==> src/hdl/axiSramPkg.sv <==
package axiSramPkg;

    // Bus widths
    localparam int addrBits     = 32;
    localparam int dataBits     = 32;
    localparam int strbBits     = 4;
    localparam int idBits       = 8;
    localparam int lenBits      = 4;
    localparam int sizeBits     = 3;

    // SRAM geometry
    localparam int sramAddrBits = 14;
    localparam int sramDepth    = 16384;

    // Largest legal AxSIZE, 4 bytes
    localparam logic [sizeBits-1:0] maxSize = 3'd2;

    localparam logic [1:0] respOkay   = 2'b00;
    localparam logic [1:0] respSlverr = 2'b10;
    localparam logic [1:0] respDecerr = 2'b11;

    localparam logic [1:0] burstFixed = 2'b00;
    localparam logic [1:0] burstIncr  = 2'b01;

    // Accepted WSTRB patterns, data always low-justified
    localparam logic [strbBits-1:0] strbWord = 4'b1111;
    localparam logic [strbBits-1:0] strbHalf = 4'b0011;
    localparam logic [strbBits-1:0] strbByte = 4'b0001;

    localparam logic [15:0] regionRom = 16'd0; // Read only
    localparam logic [15:0] regionRam = 16'd1;

    // Byte address, either as a number or split for decode
    typedef union packed {
        logic [addrBits-1:0] raw;
        struct packed {
            logic [15:0]             region;
            logic [sramAddrBits-1:0] wordIndex;
            logic [1:0]              byteOffset;
        } f;
    } axiAddrT;

endpackage

==> src/hdl/readEngine.sv <==
`timescale 1ns/1ps

module readEngine import axiSramPkg::*; (
    input  logic                    ACLK,
    input  logic                    ARESETn,
    input  logic [idBits-1:0]       ARID,
    input  logic [addrBits-1:0]     ARADDR,
    input  logic [lenBits-1:0]      ARLEN,
    input  logic [sizeBits-1:0]     ARSIZE,
    input  logic [1:0]              ARBURST,
    input  logic                    ARVALID,
    output logic                    ARREADY,
    output logic [idBits-1:0]       RID,
    output logic [dataBits-1:0]     RDATA,
    output logic [1:0]              RRESP,
    output logic                    RLAST,
    output logic                    RVALID,
    input  logic                    RREADY,
    output logic                    rdReq,
    input  logic                    rdGrant,
    output logic [sramAddrBits-1:0] rdAddr,
    input  logic [dataBits-1:0]     rdData
);

    axiAddrT             reqAddr;
    axiAddrT             arAddr;
    logic [sizeBits-1:0] arSize;
    logic [1:0]          arBurst;
    logic [lenBits-1:0]  rCount; // Beats left after the current one
    logic [1:0]          arResp;
    logic                arFire, rFire;
    logic                nextBeat, beatOk;
    logic                fetched;
    logic                errWait;

    assign arFire = ARVALID & ARREADY;
    assign rFire  = RVALID & RREADY;

    assign reqAddr.raw = ARADDR;
    assign rdAddr      = arAddr.f.wordIndex;

    always_comb begin
        if (reqAddr.f.region == regionRom || reqAddr.f.region == regionRam) begin
            if (ARSIZE > maxSize || (ARBURST != burstFixed && ARBURST != burstIncr)) begin
                arResp = respSlverr;
            end else begin
                arResp = respOkay;
            end
        end else begin
            arResp = respDecerr;
        end
    end

    // A new beat starts after AR or after a non-final R handshake
    assign nextBeat = arFire | (rFire & ~RLAST);
    assign beatOk   = arFire ? (arResp == respOkay) : (RRESP == respOkay);

    always_ff @(posedge ACLK or negedge ARESETn) begin
        if (!ARESETn) begin
            ARREADY <= 1'b1;
            rdReq   <= 1'b0;
            fetched <= 1'b0;
            errWait <= 1'b0;
            RVALID  <= 1'b0;
            RLAST   <= 1'b0;
        end else begin
            if (arFire) begin
                ARREADY <= 1'b0;
            end else if (rFire && RLAST) begin
                ARREADY <= 1'b1;
            end

            if (nextBeat && beatOk) begin
                rdReq <= 1'b1;
            end else if (rdGrant) begin
                rdReq <= 1'b0;
            end

            fetched <= rdReq & rdGrant; // SRAM word lands on dataOut next cycle
            errWait <= nextBeat & ~beatOk;

            if (fetched || errWait) begin
                RVALID <= 1'b1;
                RLAST  <= (rCount == '0);
            end else if (rFire) begin
                RVALID <= 1'b0;
                RLAST  <= 1'b0;
            end
        end
    end

    always_ff @(posedge ACLK) begin
        if (arFire) begin
            arAddr  <= reqAddr;
            arSize  <= ARSIZE;
            arBurst <= ARBURST;
            rCount  <= ARLEN;
            RID     <= ARID;
            RRESP   <= arResp;
        end
        if (rFire) begin
            rCount <= rCount - 1'b1;
            if (arBurst == burstIncr) begin
                arAddr.raw <= arAddr.raw + (addrBits'(1) << arSize);
            end
        end
        if (fetched) begin
            RDATA <= rdData;
        end else if (errWait) begin
            RDATA <= '0;
        end
    end

endmodule

==> config.mk <==
export PLATFORM = sky130hd
export DESIGN_NAME = readEngine
export DESIGN_NICKNAME = d
export VERILOG_FILES = /design/src/hdl/axiSramPkg.sv /design/src/hdl/readEngine.sv
export SDC_FILE = /design/constraint.sdc
export NUM_CORES = 1
export LEC_CHECK = 0
export BUFFER_PORTS_ARGS = -buffer_cell sky130_fd_sc_hd__buf_2
export CORE_ASPECT_RATIO = 0.8
export CORE_MARGIN = 2
export CORE_UTILIZATION = 48
export DETAILED_ROUTE_END_ITERATION = 10
export PLACE_DENSITY = 0.79
export SLEW_MARGIN = 20
export SYNTH_ARGS = -nofsm -noshare
export SYNTH_HDL_FRONTEND = slang
export SYNTH_SLANG_ARGS = --single-unit
==> constraint.sdc <==
create_clock -name ACLK -period 2.52 [get_ports ACLK]
set_clock_uncertainty 0.05 [all_clocks]
set_input_delay 0.63 -clock ACLK [delete_from_list [all_inputs] [get_ports ACLK]]
set_output_delay 0.63 -clock ACLK [all_outputs]
set_load 0.05 [all_outputs]
==> impl_metrics.toml <==
[flow_run]
cap_violations = 0

[routing]
first_pass_iters = 4
drc = 0
drt_iter0_markers = 82
ant_nets = 0
routedWlPerCell_um = 14.6
vias = 2745
detail_route.vias_per_cell = 5.18
wl_um = 7740

[clocking]
clockRootBuffer = "clkbuf_8"
clock_latency_ps = 340
cts_sinks = 73
cts.path.max_buffers = 2
cts_resized = 0
cts_buffers = 9
cts_setup_buffers = 0
cts_hold_buf = 0
cts_max_level = 3
clkTransAtPathRegs_ps = 80
tritoncts = "built"

[sta]
worst_slew_pin_slew_ps = 524
rsz0062_at_grt = "no"
layout_setup_ws_ps = 175
period_minus_slack_ps = 2350
slew_viol_final = 0
fmax_mhz = 426
fin_crit_sh = 0.931
setup_viol = 0
hold_viol = 0
fin_setup_tns_ps = 0
slew_headroom = 0.649

[logic_synthesis]
syn-instance-count = 298
seq_area_frac_synth = 0.585
synth.most_common_cell = "edfxtp_1"
synth_edf_count = 51
yosys.area.top_type_share = 0.448
yosys.area.top_type = "edfxtp_1"
synth_common_cells = "edfxtp_1 (51), and2_1 (34), nand2_1 (31)"
synthArstFlopShare = 0.0822
syn-num-nets = 395
avgSynthCellArea_um2 = 11.5
ys_ff_latch = 73
synth.top_cells.by_area = "edfxtp_1 (45%), dfxtp_1 (9.4%), and2_1 (6.2%)"
synth_ff_type = "edfxtp_1"
synth_cell_types = 48
synth_area_mm2 = 0.00342
ys.warnings.count = 0

[power_and_ir_drop]
p_leak_uw = 0.00196
p_per_area_mw_per_mm2 = 1180
ir_drop_uv = 702

[setup_path]
slowest_delay_ps = 470
path_cells = "nor3_1, ha_1, fa_1, a21o_1, a21oi_1, o21ai_1, a311oi_2, nor2_1"
cp_data_arrival_time_ps = 2520
cp_max_fo = 8
critical_path.startpoint_type = "flip-flop"
crit_type = "flip-flop to flip-flop"
critical_path_buf_inv_count = 0
crit_path_end_kind = "flip-flop"
crit_path_top_delay_cell = "edfxtp_1"
crit_required_ps = 2690
critPathTopFamily = "compound AO/OA/AOI/OAI gates"

[cells_and_area]
area_growth_pct = 28.4
nets = 535
diodes = 0
drive_gt1_frac = 0.393

[grt]
grt_start_max_net_pins = 33
grt_pass1_vias = 2536
grt_remaining_overflow = 0
grt_use_total = 0.201
antenna_found_initial = 0
grt_pass1_wl_um = 12300

[floorplan]
die_area_mm2 = 0.00782
fp.dieW_um = 98.4
rows = 27
io_pins = 146
start_util = 0.497
coreArea_mm2 = 0.00689
die_h_um = 79.5

[placement]
gp_congestion = 0.865
place_ws_ps = 145
dp_hpwl_um = 5760
portBuffers = 144

[outcome]
status = "finished clean"

[hold_path]
min_path_type = "input port to async pin"
## layout by cell type (no fill, tap or decap), types with 2 or more instances in the layout
cell type and n:
dfrtp_1 5, a31oi_1 6, and2_1 34, nand3_1 5
edfxtp_1 51, o22ai_1 4, ha_1 10, buf_2 144
nor4_1 3, or3_1 4, nor2_1 19, inv_1 8
a32oi_1 2, buf_4 8, o21ai_1 5, a21oi_1 7
bufinv_16 2, a211oi_1 3, o21a_1 2, clkbuf_8 9
o21ai_0 9, dfxtp_1 16, nor3b_1 2, a311oi_1 2
nand4_1 4, nor3_1 7, nor3b_2 2, mux2i_1 2
clkbuf_1 2, xnor2_1 5, a21o_1 5, nand2_1 31
o21bai_1 2, and3_1 4
## power by group
part | internal (uW) | switching [uW]
combinational | 599 | 1660
sequential | 1700 | 222
clock | 559 | 420
total | 2860 | 2310
## path summary, 6_finish.rpt
kind	from	end	slack, ps	cells past startpoint
max	arSize[1]$_DFFE_PP_	arAddr[12]$_DFF_P_	170	8
min	ARESETn	errWait$_DFF_PN0_	50	1
max reg2reg	arSize[1]$_DFFE_PP_	arAddr[12]$_DFF_P_	170	8
min reg2reg	arAddr[0]$_DFF_P_	arAddr[0]$_DFF_P_	440	2
max in group asynchronous	ARESETn	ARREADY$_DFFE_PN1P_	2130	1
min in group ACLK	ARID[0]	RID[0]$_DFFE_PP_	410	1
## state kept, by name, indices dropped and copies added, names as in the netlist, 2 cells and up
name and cells:
rCount 4, arSize 3, RID 8, RDATA 32, arAddr 16, RRESP 2
arBurst 2
## per-layer routing
metal | wire length (um) | part of all wire | track usage | vias to the layer above
li1 | - | - | - | 1358
met1 | 3220 | 0.42 | 0.242 | 1240
met2 | 3720 | 0.48 | 0.350 | 140
met3 | 756 | 0.098 | 0.0753 | 7
met4 | 49 | 0.0063 | 0.0397 | 0
met5 | 0 | 0 | 0 | -
## cell families after synthesis
kind of cell | share of synthesized area
simple gates | 0.184
mux | 0.00585
flops | 0.585
fa+ha+maj | 0.0424
compound gates | 0.117
xor+xnor | 0.0154
buf+inv | 0.0501
## cell type report
cell class              instances  area, um2
inverters                       8       30.0
clock buffers                  11        131
well taps                      87        109
fillers                       561       2500
clock inverters                 5       80.1
flip-flops and latches         73       2000
multi-input cells             194       1260
repair buffers                152        781
## metrics by stage
stage	hold WS [ps]	std cells	instance area, um2	power, uW	util
CTS	44.6	530	4380	5180	0.636
finish	53.2	530	4390	5170	0.637
global route	43.4	530	4390	5440	0.637
global placement	413	514	4170	4140	0.605
detailed placement	417	514	4170	4190	0.605
floorplan	284	298	3420	3790	-
No activity file was read; power rests on OpenSTA's default activity.
