==> config.mk <==
export PLATFORM = sky130hd
export DESIGN_NAME = sramArbiter
export DESIGN_NICKNAME = d
export VERILOG_FILES = /design/src/hdl/axiSramPkg.sv /design/src/hdl/sramArbiter.sv
export SDC_FILE = /design/constraint.sdc
export NUM_CORES = 1
export LEC_CHECK = 0
export ABC_AREA = 1
export BUFFER_PORTS_ARGS = -buffer_cell sky130_fd_sc_hd__buf_2
export CORE_ASPECT_RATIO = 1.1
export CORE_UTILIZATION = 21
export DETAILED_ROUTE_END_ITERATION = 7
export GPL_ROUTABILITY_DRIVEN = 0
export PLACE_DENSITY = 0.82
export SYNTH_ARGS = -nofsm -noshare
export SYNTH_HDL_FRONTEND = slang
export SYNTH_SLANG_ARGS = --single-unit
export TNS_END_PERCENT = 5
==> constraint.sdc <==
create_clock -name vclk -period 0.8
set_input_delay 0.12 -clock vclk [all_inputs]
set_output_delay 0.12 -clock vclk [all_outputs]
set_load 0.02 [all_outputs]
==> src/hdl/axiSramPkg.sv <==
package axiSramPkg;

    // Bus widths
    localparam int addrBits     = 32;
    localparam int dataBits     = 32;
    localparam int strbBits     = 4;
    localparam int idBits       = 8;
    localparam int lenBits      = 4;
    localparam int sizeBits     = 3;

    // SRAM geometry
    localparam int sramAddrBits = 14;
    localparam int sramDepth    = 16384;

    // Largest legal AxSIZE, 4 bytes
    localparam logic [sizeBits-1:0] maxSize = 3'd2;

    localparam logic [1:0] respOkay   = 2'b00;
    localparam logic [1:0] respSlverr = 2'b10;
    localparam logic [1:0] respDecerr = 2'b11;

    localparam logic [1:0] burstFixed = 2'b00;
    localparam logic [1:0] burstIncr  = 2'b01;

    // Accepted WSTRB patterns, data always low-justified
    localparam logic [strbBits-1:0] strbWord = 4'b1111;
    localparam logic [strbBits-1:0] strbHalf = 4'b0011;
    localparam logic [strbBits-1:0] strbByte = 4'b0001;

    localparam logic [15:0] regionRom = 16'd0; // Read only
    localparam logic [15:0] regionRam = 16'd1;

    // Byte address, either as a number or split for decode
    typedef union packed {
        logic [addrBits-1:0] raw;
        struct packed {
            logic [15:0]             region;
            logic [sramAddrBits-1:0] wordIndex;
            logic [1:0]              byteOffset;
        } f;
    } axiAddrT;

endpackage

==> src/hdl/sramArbiter.sv <==
`timescale 1ns/1ps

module sramArbiter import axiSramPkg::*; (
    input  logic                    wrReq,
    input  logic [sramAddrBits-1:0] wrAddr,
    input  logic [dataBits-1:0]     wrData,
    input  logic [strbBits-1:0]     wrByteEn,
    input  logic                    rdReq,
    input  logic [sramAddrBits-1:0] rdAddr,
    output logic                    wrGrant,
    output logic                    rdGrant,
    output logic                    cs,
    output logic [strbBits-1:0]     web,
    output logic [sramAddrBits-1:0] addr,
    output logic [dataBits-1:0]     dataIn
);

    // Write always wins a same-cycle conflict
    assign wrGrant = wrReq;
    assign rdGrant = rdReq & ~wrReq;

    assign cs = wrGrant | rdGrant;

    always_comb begin
        if (wrGrant) begin
            web    = wrByteEn;
            addr   = wrAddr;
            dataIn = wrData;
        end else begin
            web    = '1; // Read, no byte lanes written
            addr   = rdAddr;
            dataIn = '0;
        end
    end

endmodule

==> results of run 1 <==
-- area by class of cell --
cell class                      instances  area, um^2
Fill cell                             231        1010
Timing Repair Buffer                  124       777.0
Multi-Input combinational cell         80       302.8
Inverter                               38       147.6
Tap cell                               30       37.54
-- cell usage in the layout, fill, tap and decap left out, drive strengths merged --
cell and count:
buf 123, clkbuf 1, inv 38, nand2 79, nor2 1
-- what timing repair did --
action                                  4_1_cts  5_1_grt
endpoints found under the setup margin       47       25
hold endpoints to repair                      0        0
cloned                                        1        1
setup buffers                                 0        0
pin swaps                                     0        0
gates resized for setup                      23       12
-- routing by layer --
| metal | wire length, um | share of wire (%) | vias to the layer above |
|---|---|---|---|
| met1 | 825 | 38 | 412 |
| met5 | 0 | 0 | - |
| li1 | - | - | 565 |
| met2 | 1083 | 50 | 63 |
| met3 | 249 | 12 | 0 |
| met4 | 0 | 0 | 0 |
-- worst paths after layout --
kind / startpoint / endpoint / slack [ns]
worst min-delay path: wrData[2] / dataIn[2] / 0.52
worst max-delay path: wrReq / addr[3] / 0.01
-- cell families after synthesis --
family                 synth area share, %
AND/OR/NAND/NOR                      58.54
buffers and inverters                41.46
-- where the power goes --
group	leakage, nW	total [mW]	switching (mW)	internal (mW)
clock network	0	0	0	0
logic	1.05	0.804	0.429	0.375
registers	0	0	0	0
-- metrics by stage --
stage / utilization (%) / area, um^2 / hold slack (ns)
floorplan: - / 515.5 / 0.3526
global placement: 49.06 / 1116 / 0.5239
detailed placement: 49.06 / 1116 / 0.5317
CTS: 52.97 / 1205 / 0.5192
global route: 55.61 / 1265 / 0.5374
finish: 55.61 / 1265 / 0.5210
-- worst max-delay path, stage by stage --
cell and delay [ns]:
buf_12 0.13, clkbuf_16 0.16, nand2_1 0.06, nand2_1 0.05, buf_4 0.15
==> key figures, run 1 <==
Setup path
  • Largest fanout on the critical path: 9
  • Critical path endpoint category: output pin
  • WP data arrival: 0.67 ns
  • Startpoint types: primary input
  • Worst Path Class, Setup: primary input to output pin
  • Crit path required time: 0.68 ns

STA
  • RSZ-0062 raised after global routing: yes
  • Setup TNS: 0 ns
  • Final setup vio count: 0
  • Highest clock rate: 1.267 GHz
  • Slew Limit Fails: 0
  • Fin crit period: 0.7894 ns
  • Tightest Pin Transition: 0.1102 ns
  • Rel. slew slack: 92.65%
  • Ratio of final minimum period to clock period: 98.68%
  • Final worst slack: 0.01055 ns
  • Hold Violations, Final: 0

Placement
  • # port buffers: 119
  • Final HPWL DP: 1719 um
  • Dpl cells: 270
  • Pre-CTS WS: -0.1348 ns

Detailed routing
  • Via Count: 1,040
  • Post-route DRC: 0
  • DR pass1 iterations: 2
  • Post-DRT Antenna Nets: 0
  • Number of DRC markers in iteration 0: 15
  • Mean routed wirelength per cell: 7.938 um
  • WL final: between 2000 and 2500 um
  • Vias per inst: 3.824

Min path
  • Hold Crit Depth: 4
  • Worst Hold Class: primary input to output pin

Power
  • VDD IR-drop max: 0.0003380 V
  • Leak: between 1 and 1.5 nW
  • Total power: about 0.8 mW
  • Power per cell area: ~640 nW/um^2

Logic synthesis
  • Sequential cell area fraction in the yosys report: 0%
  • Synth area leader: nand2_1
  • Mapped Cells: ~130
  • Synth cell types: 6
  • Most frequent cell after synthesis: nand2_1
  • Syn. warnings: 0
  • Synthesized area per cell: 4.071 um^2
  • Top cells by area, synth: nand2_1 58%, inv_1 27%, buf_4 8.8%
  • Syn_nets: about 190
  • Synth cell count leaders: 79 x nand2_1, 37 x inv_1, 6 x buf_4
  • Post-synth top area share: 57.80%
  • Post-synthesis cell area: 513.0 um^2

Floorplan
  • Number of placed I/O pins: 119
  • Core Area: 2275 um^2
  • Initial Util: 22.55%
  • Die H: 53.84 um
  • Num rows: 18
  • Die X: 49.13 um
  • Die Area: 2645 um^2

Global routing
  • Routing usage on met3: 2.542%
  • Met2 Use GR: 30.14%
  • Global-route wire length before repair: 3056 um
  • GR peak layer: met2
  • Vias in the first global route: 795
  • Initial antenna violation count: 0
  • All-Layer GR Usage: 13.94%
  • Met1 Usage GRT: 14.69%
  • Total grt overflow: 0
  • Largest net degree at the start of global routing: 19

Cells and area
  • Ant diodes: 0
  • FFs & Latches: 0
  • Layout Cells excl Fill: 272
  • Area grow syn2layout: 146.6%
  • Final nets: 310
  • Clock buf count: 0
  • Proportion of layout cells with a drive suffix above 1: 52.07%
  • Register Area: 0 um^2

CTS
  • Hold-fix buffers at CTS: 0

Status
  • Status: finished, final reports clean

Job
  • Max_cap viols: 0
Power figures use the tool's default switching activity.
==> run 2, diff against run 1 <==
- CELL_PAD_IN_SITES_DETAIL_PLACEMENT: unset -> 0
- CELL_PAD_IN_SITES_GLOBAL_PLACEMENT: unset -> 1
- CORE_UTILIZATION: 21 -> 10
- PLACE_DENSITY: 0.82 -> 0.85
==> run 2 against run 1 <==
  * Sequential share of layout area is the same
  * Sequential cell count unchanged
  * Critical path depth is the same
  * Global-route usage decreased by 6.0 points
  * Cell count is 9.6% higher
  * Count of clock-buffer cells in the layout is the same
  * Wire length increased by 21%
  * Critical path type unchanged
  * Largest cell class unchanged
  * Largest power group unchanged
==> key figures, run 2 (synthesis results as in run 1) <==
Setup path
  • Critical-path cell list: buf_12 > clkbuf_16 > nand2_1 > nand2_1 > buf_6
  • Worst Path Class, Setup: primary input to output pin
  • Crit path required time: 0.68 ns (about the same)
  • Critical Path Max Stage Delay: 0.16 ns (about the same)
  • Largest fanout on the critical path: 10 (+1)
  • Slowest CP cell: clkbuf_16
  • Startpoint types: primary input
  • Critical path endpoint category: output pin
  • Worst path most repeated cell: nand2_1
  • Crit path from: wrReq
  • WP data arrival: 0.66 ns (about the same)

Detailed routing
  • Post-DRT Antenna Nets: 0 (unchanged)
  • DR pass1 iterations: 4 (+2)
  • Via Count: 1,074 (+3.3%)
  • Post-route DRC: 0 (unchanged)
  • Number of DRC markers in iteration 0: 28 (+13)
  • WL final: 2619 um (+21%)
  • Vias per inst: 3.604 (-5.7%)
  • Mean routed wirelength per cell: 8.789 um (+11%)

Cells and area
  • FFs & Latches: 0 (unchanged)
  • Final nets: 310 (unchanged)
  • Filler cells: 531 (+130%)
  • Clock buf count: 0 (unchanged)
  • Most frequent cells in the layout: 86 x buf_2, 75 x nand2_1, 37 x inv_1, 22 x buf_4, 10 x buf_6
  • Ant diodes: 0 (unchanged)
  • Register Area: 0 um^2 (unchanged)
  • Final core occ: 28.83% (-27 points)
  • Most common cell after layout, fill and taps aside: buf_2
  • Multi-input logic area: 312.8 um^2 (+3.3%)
  • Area grow syn2layout: 168.8%
  • Proportion of layout cells with a drive suffix above 1: 53.72% (+1.7 points)

Floorplan
  • Core Area: 4782 um^2 (+110%)
  • Initial Util: 10.73% (-12 points)
  • Die X: 70.29 um (+43%)
  • Die Area: 5421 um^2 (+100%)
  • Die H: 77.12 um (+43%)
  • Num rows: 26 (+8)
  • Number of placed I/O pins: 119 (unchanged)

CTS
  • Hold-fix buffers at CTS: 0 (unchanged)

Power
  • Leak: 1.074 nW (+2.4%)
  • Power per cell area: 633.6 nW/um^2 (-0.26%)
  • VDD IR-drop max: 0.0002002 V (-41%)

Placement
  • Pre-CTS WS: -0.1403 ns (-0.005475 ns)
  • Final HPWL DP: 1795 um (+4.4%)
  • # port buffers: 119 (unchanged)

Job
  • Max_cap viols: 0 (unchanged)

STA
  • Ratio of final minimum period to clock period: 97.52% (-1.2 points)
  • Fin crit period: 0.7802 ns (-0.009262 ns)
  • Final worst slack: 0.01982 ns (+0.009262 ns)
  • Rel. slew slack: 92.18% (-0.47 points)
  • Tightest Pin Transition: 0.1181 ns (+0.007993 ns)
  • RSZ-0062 raised after global routing: yes
  • Highest clock rate: 1.282 GHz (+1.2%)
  • Hold Violations, Final: 0 (unchanged)
  • Slew Limit Fails: 0 (unchanged)
  • Final setup vio count: 0 (unchanged)

Global routing
  • Total grt overflow: 0 (unchanged)
  • Initial antenna violation count: 0 (unchanged)
  • Largest net degree at the start of global routing: 21 (+2)
  • All-Layer GR Usage: 7.945% (-6.0 points)
  • Global-route wire length before repair: 3698 um (+21%)
  • Vias in the first global route: 967 (+22%)

Status
  • Status: finished, final reports clean

Min path
  • Worst Hold Class: primary input to output pin
  • Worst Min Path Start: wrData[6]
==> run 2: final cells by class <==
type | count | share of cell area, %
well taps | 56 | 5.082
repair buffers | 124 | 61.34
inverters | 38 | 10.89
multi-input cells | 80 | 22.69
==> run 2: worst paths after layout <==
| kind | slack (ns) | to | depth (start not counted) |
|---|---|---|---|
| max | 0.02 | addr[4] | 5 |
| min | 0.52 | dataIn[6] | 4 |
==> run 2: through the flow <==
stage | setup TNS (ns) | cells | power [mW] | area, um^2 | hold WS, ns
2_1_floorplan | 0 | 126 | 0.4047 | 515.5 | 0.3526
3_3_place_gp | -3.039 | 295 | 0.7025 | 1141 | 0.5290
5_1_grt | -0.03338 | 298 | 0.9519 | 1379 | 0.5399
3_5_place_dp | -3.673 | 295 | 0.7083 | 1141 | 0.5291
6_report | 0 | 298 | 0.8737 | 1379 | 0.5185
4_1_cts | 0 | 296 | 0.7777 | 1225 | 0.5294
==> run 2: per-layer routing <==
| metal | GRT usage (%) | share of wire (%) |
|---|---|---|
| met2 | 18.95 | 59 |
| met3 | 0.1314 | 7.5 |
| met4 | 0.8000 | 0.46 |
| met1 | 6.964 | 33 |
| met5 | 0 | 0 |
==> run 2: repair_timing <==
item | in CTS | in global routing
setup buffers | 0 | 0
pin swaps | 0 | 1
gates resized for setup | 21 | 35
endpoints found under the setup margin | 51 | 41
gates cloned | 1 | 2
==> run 2: worst max-delay path, delay by kind of cell <==
| family | cells | cell delay [ns] |
|---|---|---|
| AND/OR/NAND/NOR | 2 | 0.12 |
| buffers and inverters | 3 | 0.42 |
==> run 2: report_power, final <==
group          switching [mW]  leakage, nW  total, mW  internal, mW
Combinational           0.451         1.07      0.874         0.423
Sequential                  0            0          0             0
Clock                       0            0          0             0
Total                   0.451         1.07      0.874         0.423
