**src/hdl/axiSramPkg.sv**
```systemverilog
package axiSramPkg;

    // Bus widths
    localparam int addrBits     = 32;
    localparam int dataBits     = 32;
    localparam int strbBits     = 4;
    localparam int idBits       = 8;
    localparam int lenBits      = 4;
    localparam int sizeBits     = 3;

    // SRAM geometry
    localparam int sramAddrBits = 14;
    localparam int sramDepth    = 16384;

    // Largest legal AxSIZE, 4 bytes
    localparam logic [sizeBits-1:0] maxSize = 3'd2;

    localparam logic [1:0] respOkay   = 2'b00;
    localparam logic [1:0] respSlverr = 2'b10;
    localparam logic [1:0] respDecerr = 2'b11;

    localparam logic [1:0] burstFixed = 2'b00;
    localparam logic [1:0] burstIncr  = 2'b01;

    // Accepted WSTRB patterns, data always low-justified
    localparam logic [strbBits-1:0] strbWord = 4'b1111;
    localparam logic [strbBits-1:0] strbHalf = 4'b0011;
    localparam logic [strbBits-1:0] strbByte = 4'b0001;

    localparam logic [15:0] regionRom = 16'd0; // Read only
    localparam logic [15:0] regionRam = 16'd1;

    // Byte address, either as a number or split for decode
    typedef union packed {
        logic [addrBits-1:0] raw;
        struct packed {
            logic [15:0]             region;
            logic [sramAddrBits-1:0] wordIndex;
            logic [1:0]              byteOffset;
        } f;
    } axiAddrT;

endpackage

```
**src/hdl/writeEngine.sv**
```systemverilog
`timescale 1ns/1ps

module writeEngine import axiSramPkg::*; (
    input  logic                    ACLK,
    input  logic                    ARESETn,
    input  logic [idBits-1:0]       AWID,
    input  logic [addrBits-1:0]     AWADDR,
    input  logic [lenBits-1:0]      AWLEN,
    input  logic [sizeBits-1:0]     AWSIZE,
    input  logic [1:0]              AWBURST,
    input  logic                    AWVALID,
    output logic                    AWREADY,
    input  logic [dataBits-1:0]     WDATA,
    input  logic [strbBits-1:0]     WSTRB,
    input  logic                    WLAST,
    input  logic                    WVALID,
    output logic                    WREADY,
    output logic [idBits-1:0]       BID,
    output logic [1:0]              BRESP,
    output logic                    BVALID,
    input  logic                    BREADY,
    output logic                    wrReq,
    input  logic                    wrGrant,
    output logic [sramAddrBits-1:0] wrAddr,
    output logic [dataBits-1:0]     wrData,
    output logic [strbBits-1:0]     wrByteEn
);

    axiAddrT             reqAddr;
    axiAddrT             awAddr;
    logic [sizeBits-1:0] awSize;
    logic [1:0]          awBurst;
    logic [lenBits-1:0]  wCount;
    logic                lastBeat;
    logic [1:0]          awResp;
    logic                awFire, wFire, bFire;
    logic                beatLast, beatWrites;
    logic [dataBits-1:0] laneData;
    logic [strbBits-1:0] laneEn;
    logic                laneOk;

    assign awFire = AWVALID & AWREADY;
    assign wFire  = WVALID & WREADY;
    assign bFire  = BVALID & BREADY;

    assign reqAddr.raw = AWADDR;

    // Region decides first, then size and burst type
    always_comb begin
        if (reqAddr.f.region == regionRom) begin
            awResp = respSlverr;
        end else if (reqAddr.f.region != regionRam) begin
            awResp = respDecerr;
        end else if (AWSIZE > maxSize || (AWBURST != burstFixed && AWBURST != burstIncr)) begin
            awResp = respSlverr;
        end else begin
            awResp = respOkay;
        end
    end

    // Strobe decode, enables active low
    always_comb begin
        laneData = WDATA;
        laneEn   = '1;
        laneOk   = 1'b1;
        case (WSTRB)
            strbWord: laneEn = '0; // Offset ignored for full words
            strbHalf: begin
                if (!awAddr.f.byteOffset[0]) begin
                    laneData = dataBits'(WDATA[15:0]) << {awAddr.f.byteOffset, 3'b000};
                    laneEn   = ~(strbHalf << awAddr.f.byteOffset);
                end else begin
                    laneOk = 1'b0;
                end
            end
            strbByte: begin
                laneData = dataBits'(WDATA[7:0]) << {awAddr.f.byteOffset, 3'b000};
                laneEn   = ~(strbByte << awAddr.f.byteOffset);
            end
            default: laneOk = 1'b0;
        endcase
    end

    assign beatWrites = (BRESP == respOkay) && laneOk;
    assign beatLast   = WLAST || (wCount == '0);

    always_ff @(posedge ACLK or negedge ARESETn) begin
        if (!ARESETn) begin
            AWREADY <= 1'b1;
            WREADY  <= 1'b0;
            wrReq   <= 1'b0;
            BVALID  <= 1'b0;
        end else begin
            if (awFire) begin
                AWREADY <= 1'b0;
                WREADY  <= 1'b1;
            end
            if (wFire) begin
                if (beatWrites) begin
                    WREADY <= 1'b0;
                    wrReq  <= 1'b1; // Hold until the arbiter grants
                end else if (beatLast) begin
                    WREADY <= 1'b0;
                    BVALID <= 1'b1;
                end
            end
            if (wrReq && wrGrant) begin
                wrReq <= 1'b0;
                if (lastBeat) BVALID <= 1'b1;
                else          WREADY <= 1'b1;
            end
            if (bFire) begin
                BVALID  <= 1'b0;
                AWREADY <= 1'b1;
            end
        end
    end

    always_ff @(posedge ACLK) begin
        if (awFire) begin
            awAddr  <= reqAddr;
            awSize  <= AWSIZE;
            awBurst <= AWBURST;
            wCount  <= AWLEN;
            BID     <= AWID;
            BRESP   <= awResp;
        end
        if (wFire) begin
            wrAddr   <= awAddr.f.wordIndex;
            wrData   <= laneData;
            wrByteEn <= laneEn;
            lastBeat <= beatLast;
            wCount   <= wCount - 1'b1;
            if (awBurst == burstIncr) begin
                awAddr.raw <= awAddr.raw + (addrBits'(1) << awSize);
            end
        end
    end

endmodule

```
**config.mk**
```make
export PLATFORM = sky130hd
export DESIGN_NAME = writeEngine
export DESIGN_NICKNAME = d
export VERILOG_FILES = /design/src/hdl/axiSramPkg.sv /design/src/hdl/writeEngine.sv
export SDC_FILE = /design/constraint.sdc
export NUM_CORES = 1
export LEC_CHECK = 0
export BUFFER_PORTS_ARGS = -buffer_cell sky130_fd_sc_hd__buf_4
export CAP_MARGIN = 20
export CORE_MARGIN = 2
export CORE_UTILIZATION = 49
export DETAILED_ROUTE_END_ITERATION = 7
export PLACE_DENSITY = 0.8
export SLEW_MARGIN = 15
export SYNTH_ARGS = -nofsm -noshare
export SYNTH_HDL_FRONTEND = slang
export SYNTH_SLANG_ARGS = --single-unit
export TNS_END_PERCENT = 30
```
**constraint.sdc**
```tcl
create_clock -name ACLK -period 2.5 [get_ports ACLK]
set_input_delay 0.5 -clock ACLK [delete_from_list [all_inputs] [get_ports ACLK]]
set_output_delay 0.5 -clock ACLK [all_outputs]
set_load 0.005 [all_outputs]
```
==> out/results.txt, run 1 <==
top fanout value on the critical path = 8
CP endpoint kind = register
Yosys warning count = 0
logic gate share of total power = 30.8%
Antenna Cells = 0
count of input and output buffers = 155
antenna-violating nets left = 0
Crit Path Category = register to register
cell type of the slowest stage on the worst timing path = edfxtp_1
Detailed Route Iter0 Violations = 161
routability-driven placement congestion ratio = 0.885
chip width = 95.4 µm
global route total overflow = 0
routed vias/inst = 5.53
DRT Wirelength = 10.4 mm
number of endpoints with negative hold slack in the final report = 0
clock tree buffer depth = 2
die boundary height = 95.4 µm
Switching Share = 30.9%
final-stage net count = 614
required time of the critical path = 2.76 ns
cell-by-cell listing of the critical path = nor3_1, ha_1, fa_1, a21o_1, a21oi_2, o221ai_2, a211o_1, o211a_1
maximum clock rate = 0.427 GHz
worst setup skew after layout = 0.0115 ns
share of final-layout standard cells stronger than drive strength 1 = 38.5%
global-route wire length before repair = 15.8 mm
nature of the critical path startpoint = register
Die Outline Area = 9110 µm²
fraction of power consumed by sequential logic = 45.4%
H-tree levels = 3
worst path arrival time = 2.60 ns
max-capacitance violation count = 0
flip-flop and latch area = 2520 µm²
post-synthesis area per instance = 11.9 µm²
final period demand of the worst path = 2.34 ns
number of clock sinks seen by CTS = 90
filler instances = 590
number of synthesized flops with an enable pin = 70
first drt pass iteration count = 4
total via count in the routed design = 3,439
Mapped Cells = 343
total count of max-transition violations in the final report = 0
clock tree root driver cell = clkbuf_8
top cell type's share of synthesized area = 51.3%
leakage dissipation = 0.00246 µW
number of storage elements in the synthesis netlist = 90
placeable core area = 8180 µm²
placement-stage cell area = 5420 µm²
effective utilization at floorplan = 50.1%
number of unique standard cell types used by synthesis = 55
highest ir drop seen on vdd = 0.556 mV
post-synthesis cell type with the largest combined area = edfxtp_1
HPWL after detailed placement = 7.73 mm
leading post-synthesis cells by cell area = edfxtp_1, dfxtp_1, nand2_1
tightest slew margin relative to the limit = 59.9%
period utilization = 93.6%
reported net switching power = 1580 µW
overall track demand over capacity in global routing = 22.8%
layout overhead on the synthesized area = 39.0%
type of the most critical hold path = input pin to register
post-route cell area = 5700 µm²
result of the run = finished clean
async set-or-reset flop fraction in the synthesized netlist = 4.44%
overall power consumption = 5120 µW
post-route setup TNS = 0 ns
latest clock arrival within the worst-skew pair = 0.36 ns
clock-pin transition on the worst setup and hold timing paths = 0.09 ns
CTS tree = yes
ratio of total power to cell area = 899 nW/µm²
biggest cell delay along the critical path = 0.48 ns
part of the total power dissipated in the clock network = 23.7%
number of nets produced by synthesis = 445
measured slew at the worst slew-check pin = 0.599 ns
sequential share of the synthesized area = 61.6%
num rows = 33
Final Setup Violations = 0
internal portion of total power = 3530 µW
pin count of the biggest net entering global routing = 33
via count of the first global-routing pass = 3,291
commonest register cell after synthesis = edfxtp_1
combined area of all synthesized cells = 4100 µm²
antenna violations before repair = 0
DRC errors left = 0
multi-input logic area = 1490 µm²
Boundary Pins = 156
number of buffers inserted during clock tree synthesis = 9
drt wl/cell = 16.7 µm
[area by class of cell]
cell class              instances  share of cell area, %
clock buffers                   9                   2.17
repair buffers                170                   22.5
clock inverters                 7                   2.13
multi-input cells             233                   26.1
inverters                       8                  0.527
flip-flops and latches         90                   44.3
well taps                     105                   2.31
[state kept, by name, summed over array words and instances, names as in the netlist]
register and flops:
AWREADY 1, BID 8, BRESP 2, BVALID 1, WREADY 1, awAddr 16, awBurst 2, awSize 3
lastBeat 1, wCount 4, wrAddr 14, wrByteEn 4, wrData 32, wrReq 1
[metrics by stage]
stage	utilization (%)	hold WS [ns]	cells	setup slack (ns)
after floorplan	-	0.204	343	0.287
after global placement	66.3	0.298	603	0.180
after detailed placement	66.3	0.297	603	0.112
after CTS	69.4	0.282	620	0.0945
after global routing	69.7	0.296	622	-0.000645
final	69.7	0.292	622	0.160
[worst paths after layout]
| kind | from | end | slack, ns | cells past startpoint |
|---|---|---|---|---|
| max | awSize[2] | awAddr[12] | 0.16 | 8 |
| min | AWVALID | AWREADY | 0.29 | 2 |
| max reg2reg | awSize[2] | awAddr[12] | 0.16 | 8 |
| min reg2reg | awAddr[15] | wrAddr[13] | 0.48 | 0 |
| max in group asynchronous | ARESETn | AWREADY | 1.85 | 2 |
| min in group asynchronous | ARESETn | WREADY | 0.46 | 2 |
[per-layer routing]
metal  track usage, %  part of all wire, %  wire [µm]  vias to the layer above
met5                0                    0          0                        -
met1             27.2                   39       4090                     1622
met2             41.3                   52       5380                      154
met3             4.27                  7.3        757                       15
li1                 -                    -          -                     1648
met4             7.62                  1.8        187                        0
[cells by family after synthesis]
kind of cell,Yosys count,synth area share [%]
and+or+nand+nor,125,14.8
DFF,90,61.6
AOI/OAI and AO/OA,89,16.1
buffers and inverters,20,2.32
adders and majority gates,10,3.24
xor gates and xnor gates,8,1.71
muxes,1,0.244
[synthesized netlist by cell type, types with 9 or more instances]
library cell and number:
edfxtp_1 70, nand2_1 52, nor2_1 19, a22o_1 16, dfxtp_1 16, a21oi_1 11
o21ai_0 11, a31oi_1 10, and2_1 9, ha_1 9
[power groups by stage]
| stage | Combinational (µW) | Sequential [µW] | Clock (µW) |
|---|---|---|---|
| after floorplan | 844 | 2340 | 0 |
| after global placement | 1500 | 2340 | 0 |
| after detailed placement | 1550 | 2360 | 0 |
| after CTS | 1560 | 2330 | 1220 |
| after global routing | 1730 | 2370 | 1290 |
| final | 1580 | 2320 | 1220 |
[critical path: cells and delay by family (launching register included)]
| family | cells | cell delay [ns] |
|---|---|---|
| compound gates | 5 | 1.03 |
| fa+ha+maj | 2 | 0.66 |
| flops | 1 | 0.48 |
| simple gates | 1 | 0.08 |
[cell usage in the layout (no fill, tap or decap), types with 10 or more instances in the layout]
cell type | synthesis | layout
a31oi_1 | 10 | 10
edfxtp_1 | 70 | 70
dfxtp_1 | 16 | 16
nor2_1 | 19 | 19
a22o_1 | 16 | 16
a21oi_1 | 11 | 10
o21ai_0 | 11 | 10
buf_4 | 2 | 169
nand2_1 | 52 | 52
[repair_timing]
action,4_1_cts,5_1_grt
hold endpoints to repair,3,0
buffers inserted,0,2
hold buffers,1,0
endpoints found under the setup margin,0,7
resized for setup,0,3
(Power assumes the default switching activity.)
==> inputs of run 2 (changes only) <==
CORE_MARGIN = 4   (was 2)
SETUP_SLACK_MARGIN = 0.5   (was unset)
==> out/results.txt, run 2 (synthesis gave the netlist of run 1 again) <==
routed vias/inst = 5.58 (+1.0%)
most frequent standard cell in the layout excluding fill and tap cells = buf_4
global route total overflow = 0 (unchanged)
Die Outline Area = 9890 µm² (+8.6%)
effective utilization at floorplan = 50.1% (unchanged)
clock tree buffer depth = 2 (unchanged)
final design utilization = 72.6% (+3.0 points)
largest registers = wrData x32, awAddr x16, wrAddr x14
global-route wire length before repair = 17.4 mm (+10%)
nature of the critical path startpoint = register
highest ir drop seen on vdd = 0.534 mV (-3.8%)
number of endpoints with negative hold slack in the final report = 0 (unchanged)
required time of the critical path = 2.75 ns (about the same)
placeable core area = 8180 µm² (unchanged)
result of the run = finished clean
type of the most critical hold path = input pin to register
CP Launch Point = awSize[2]
clock-pin transition on the worst setup and hold timing paths = 0.09 ns (about the same)
antenna violations before repair = 0 (unchanged)
num rows = 33 (unchanged)
via count of the first global-routing pass = 3,531 (+7.3%)
chip width = 99.4 µm (+4.2%)
Switching Share = 32.4% (+1.5 points)
antenna-violating nets left = 0 (unchanged)
routability-driven placement congestion ratio = 0.866 (-2.2%)
total via count in the routed design = 3,535 (+2.8%)
drt wl/cell = 17.9 µm (+7.0%)
measured slew at the worst slew-check pin = 0.540 ns (-0.0587 ns)
CP endpoint kind = register
logic gate share of total power = 35.5% (+4.7 points)
count of input and output buffers = 155 (unchanged)
DRT Wirelength = 11.3 mm (+8.9%)
maximum clock rate = 0.437 GHz (+2.2%)
post-route setup TNS = 0 ns (unchanged)
H-tree levels = 3 (unchanged)
overall track demand over capacity in global routing = 22.4% (-0.42 points)
number of cells in the finished layout apart from fillers = 633 (+1.8%)
pin count of the biggest net entering global routing = 30 (-9.1%)
startpoint of the worst register-to-register path = awSize[2]
DRC errors left = 0 (unchanged)
Min-Delay Startpoint = AWVALID
period utilization = 91.6% (-2.0 points)
internal portion of total power = 3530 µW (-0.18%)
share of final-layout standard cells stronger than drive strength 1 = 43.6% (+5.1 points)
latest clock arrival within the worst-skew pair = 0.36 ns (about the same)
Final Setup Violations = 0 (unchanged)
Boundary Pins = 156 (unchanged)
register name with the most flops = wrData
number of buffers inserted during clock tree synthesis = 9 (unchanged)
flip-flop count of the largest register, all copies and words added = 32 (unchanged)
part of the total power dissipated in the clock network = 19.3% (-4.4 points)
final-stage net count = 625 (+1.8%)
total count of max-transition violations in the final report = 0 (unchanged)
worst setup skew after layout = 0.0114 ns (-0.000117 ns)
Detailed Route Iter0 Violations = 162 (+0.62%)
die boundary height = 99.4 µm (+4.2%)
ratio of total power to cell area = 879 nW/µm² (-2.1%)
most used cells in the layout excluding fill and tap cells = buf_4, edfxtp_1, nand2_1
unrepaired setup endpoints after global routing = true
clock tree root driver cell = clkbuf_8
first drt pass iteration count = 4 (unchanged)
reported net switching power = 1690 µW (+7.0%)
CTS tree = yes
top fanout value on the critical path = 8 (unchanged)
HPWL after detailed placement = 8.12 mm (+5.1%)
layout overhead on the synthesized area = 45.0%
max-capacitance violation count = 0 (unchanged)
number of clock sinks seen by CTS = 90 (unchanged)
final period demand of the worst path = 2.29 ns (-0.0498 ns)
Antenna Cells = 0 (unchanged)
Post-Place Cells = 602 (-0.17%)
worst path arrival time = 2.54 ns (-0.06 ns)
tightest slew margin relative to the limit = 63.8% (+3.9 points)
Crit Path Category = register to register
leakage dissipation = 0.00249 µW (+1.6%)
overall power consumption = 5220 µW (+2.0%)
fraction of power consumed by sequential logic = 45.2% (-0.2 points)
-- run 2: what timing repair did --
action | CTS | global route
setup endpoints to repair | 11 | 29
pin swaps | 6 | 21
setup buffers | 10 | 4
gates resized for setup | 5 | 25
hold endpoints to repair | 3 | 0
hold buffers | 1 | 0
-- run 2: path summary, 6_finish.rpt --
kind,endpoint,slack (ns),cells after the start
max reg2reg,awAddr[12],0.21,7
min in group asynchronous,wrReq,0.48,2
max,awAddr[12],0.21,7
max in group asynchronous,AWREADY,1.83,2
min,AWREADY,0.30,2
min reg2reg,wrAddr[13],0.49,0
-- run 2: layer usage --
layer	vias to the layer above	global-route usage [%]	wire length (µm)
met3	23	4.63	855
met4	0	7.98	297
met1	1684	27.2	4440
met2	162	39.4	5750
met5	-	0	0
li1	1666	-	-
-- run 2: worst max-delay path: stages, from the launching register on --
cell and delay, ns:
edfxtp_1 0.50, buf_4 0.20, and3_1 0.19, ha_1 0.34, a21oi_1 0.29, o221ai_4 0.23
a211o_1 0.33, o211a_1 0.10
-- run 2: layout make-up --
| cell class | instances | area, µm² |
|---|---|---|
| Sequential cell | 90 | 2520 |
| Fill cell | 564 | 2240 |
| Multi-Input combinational cell | 233 | 1680 |
| Timing Repair Buffer | 181 | 1370 |
| Clock buffer | 10 | 138 |
| Tap cell | 105 | 131 |
| Clock inverter | 6 | 65.1 |
| Inverter | 8 | 33.8 |
-- run 2: through the flow --
step | area [µm²] | setup WS (ns) | hold WS (ns)
4_1_cts | 5740 | 0.302 | 0.287
3_3_place_gp | 5430 | 0.315 | 0.298
6_report | 5940 | 0.209 | 0.301
2_1_floorplan | 4130 | 0.453 | 0.204
5_1_grt | 5940 | 0.139 | 0.280
3_5_place_dp | 5430 | 0.280 | 0.299
-- run 2: power groups by stage --
stage / Sequential (µW) / Clock (µW) / Combinational (µW)
5_1_grt: 2410 / 1080 / 2020
6_report: 2360 / 1010 / 1850
4_1_cts: 2330 / 1030 / 1660
2_1_floorplan: 2340 / 0 / 876
3_5_place_dp: 2360 / 0 / 1560
3_3_place_gp: 2350 / 0 / 1520
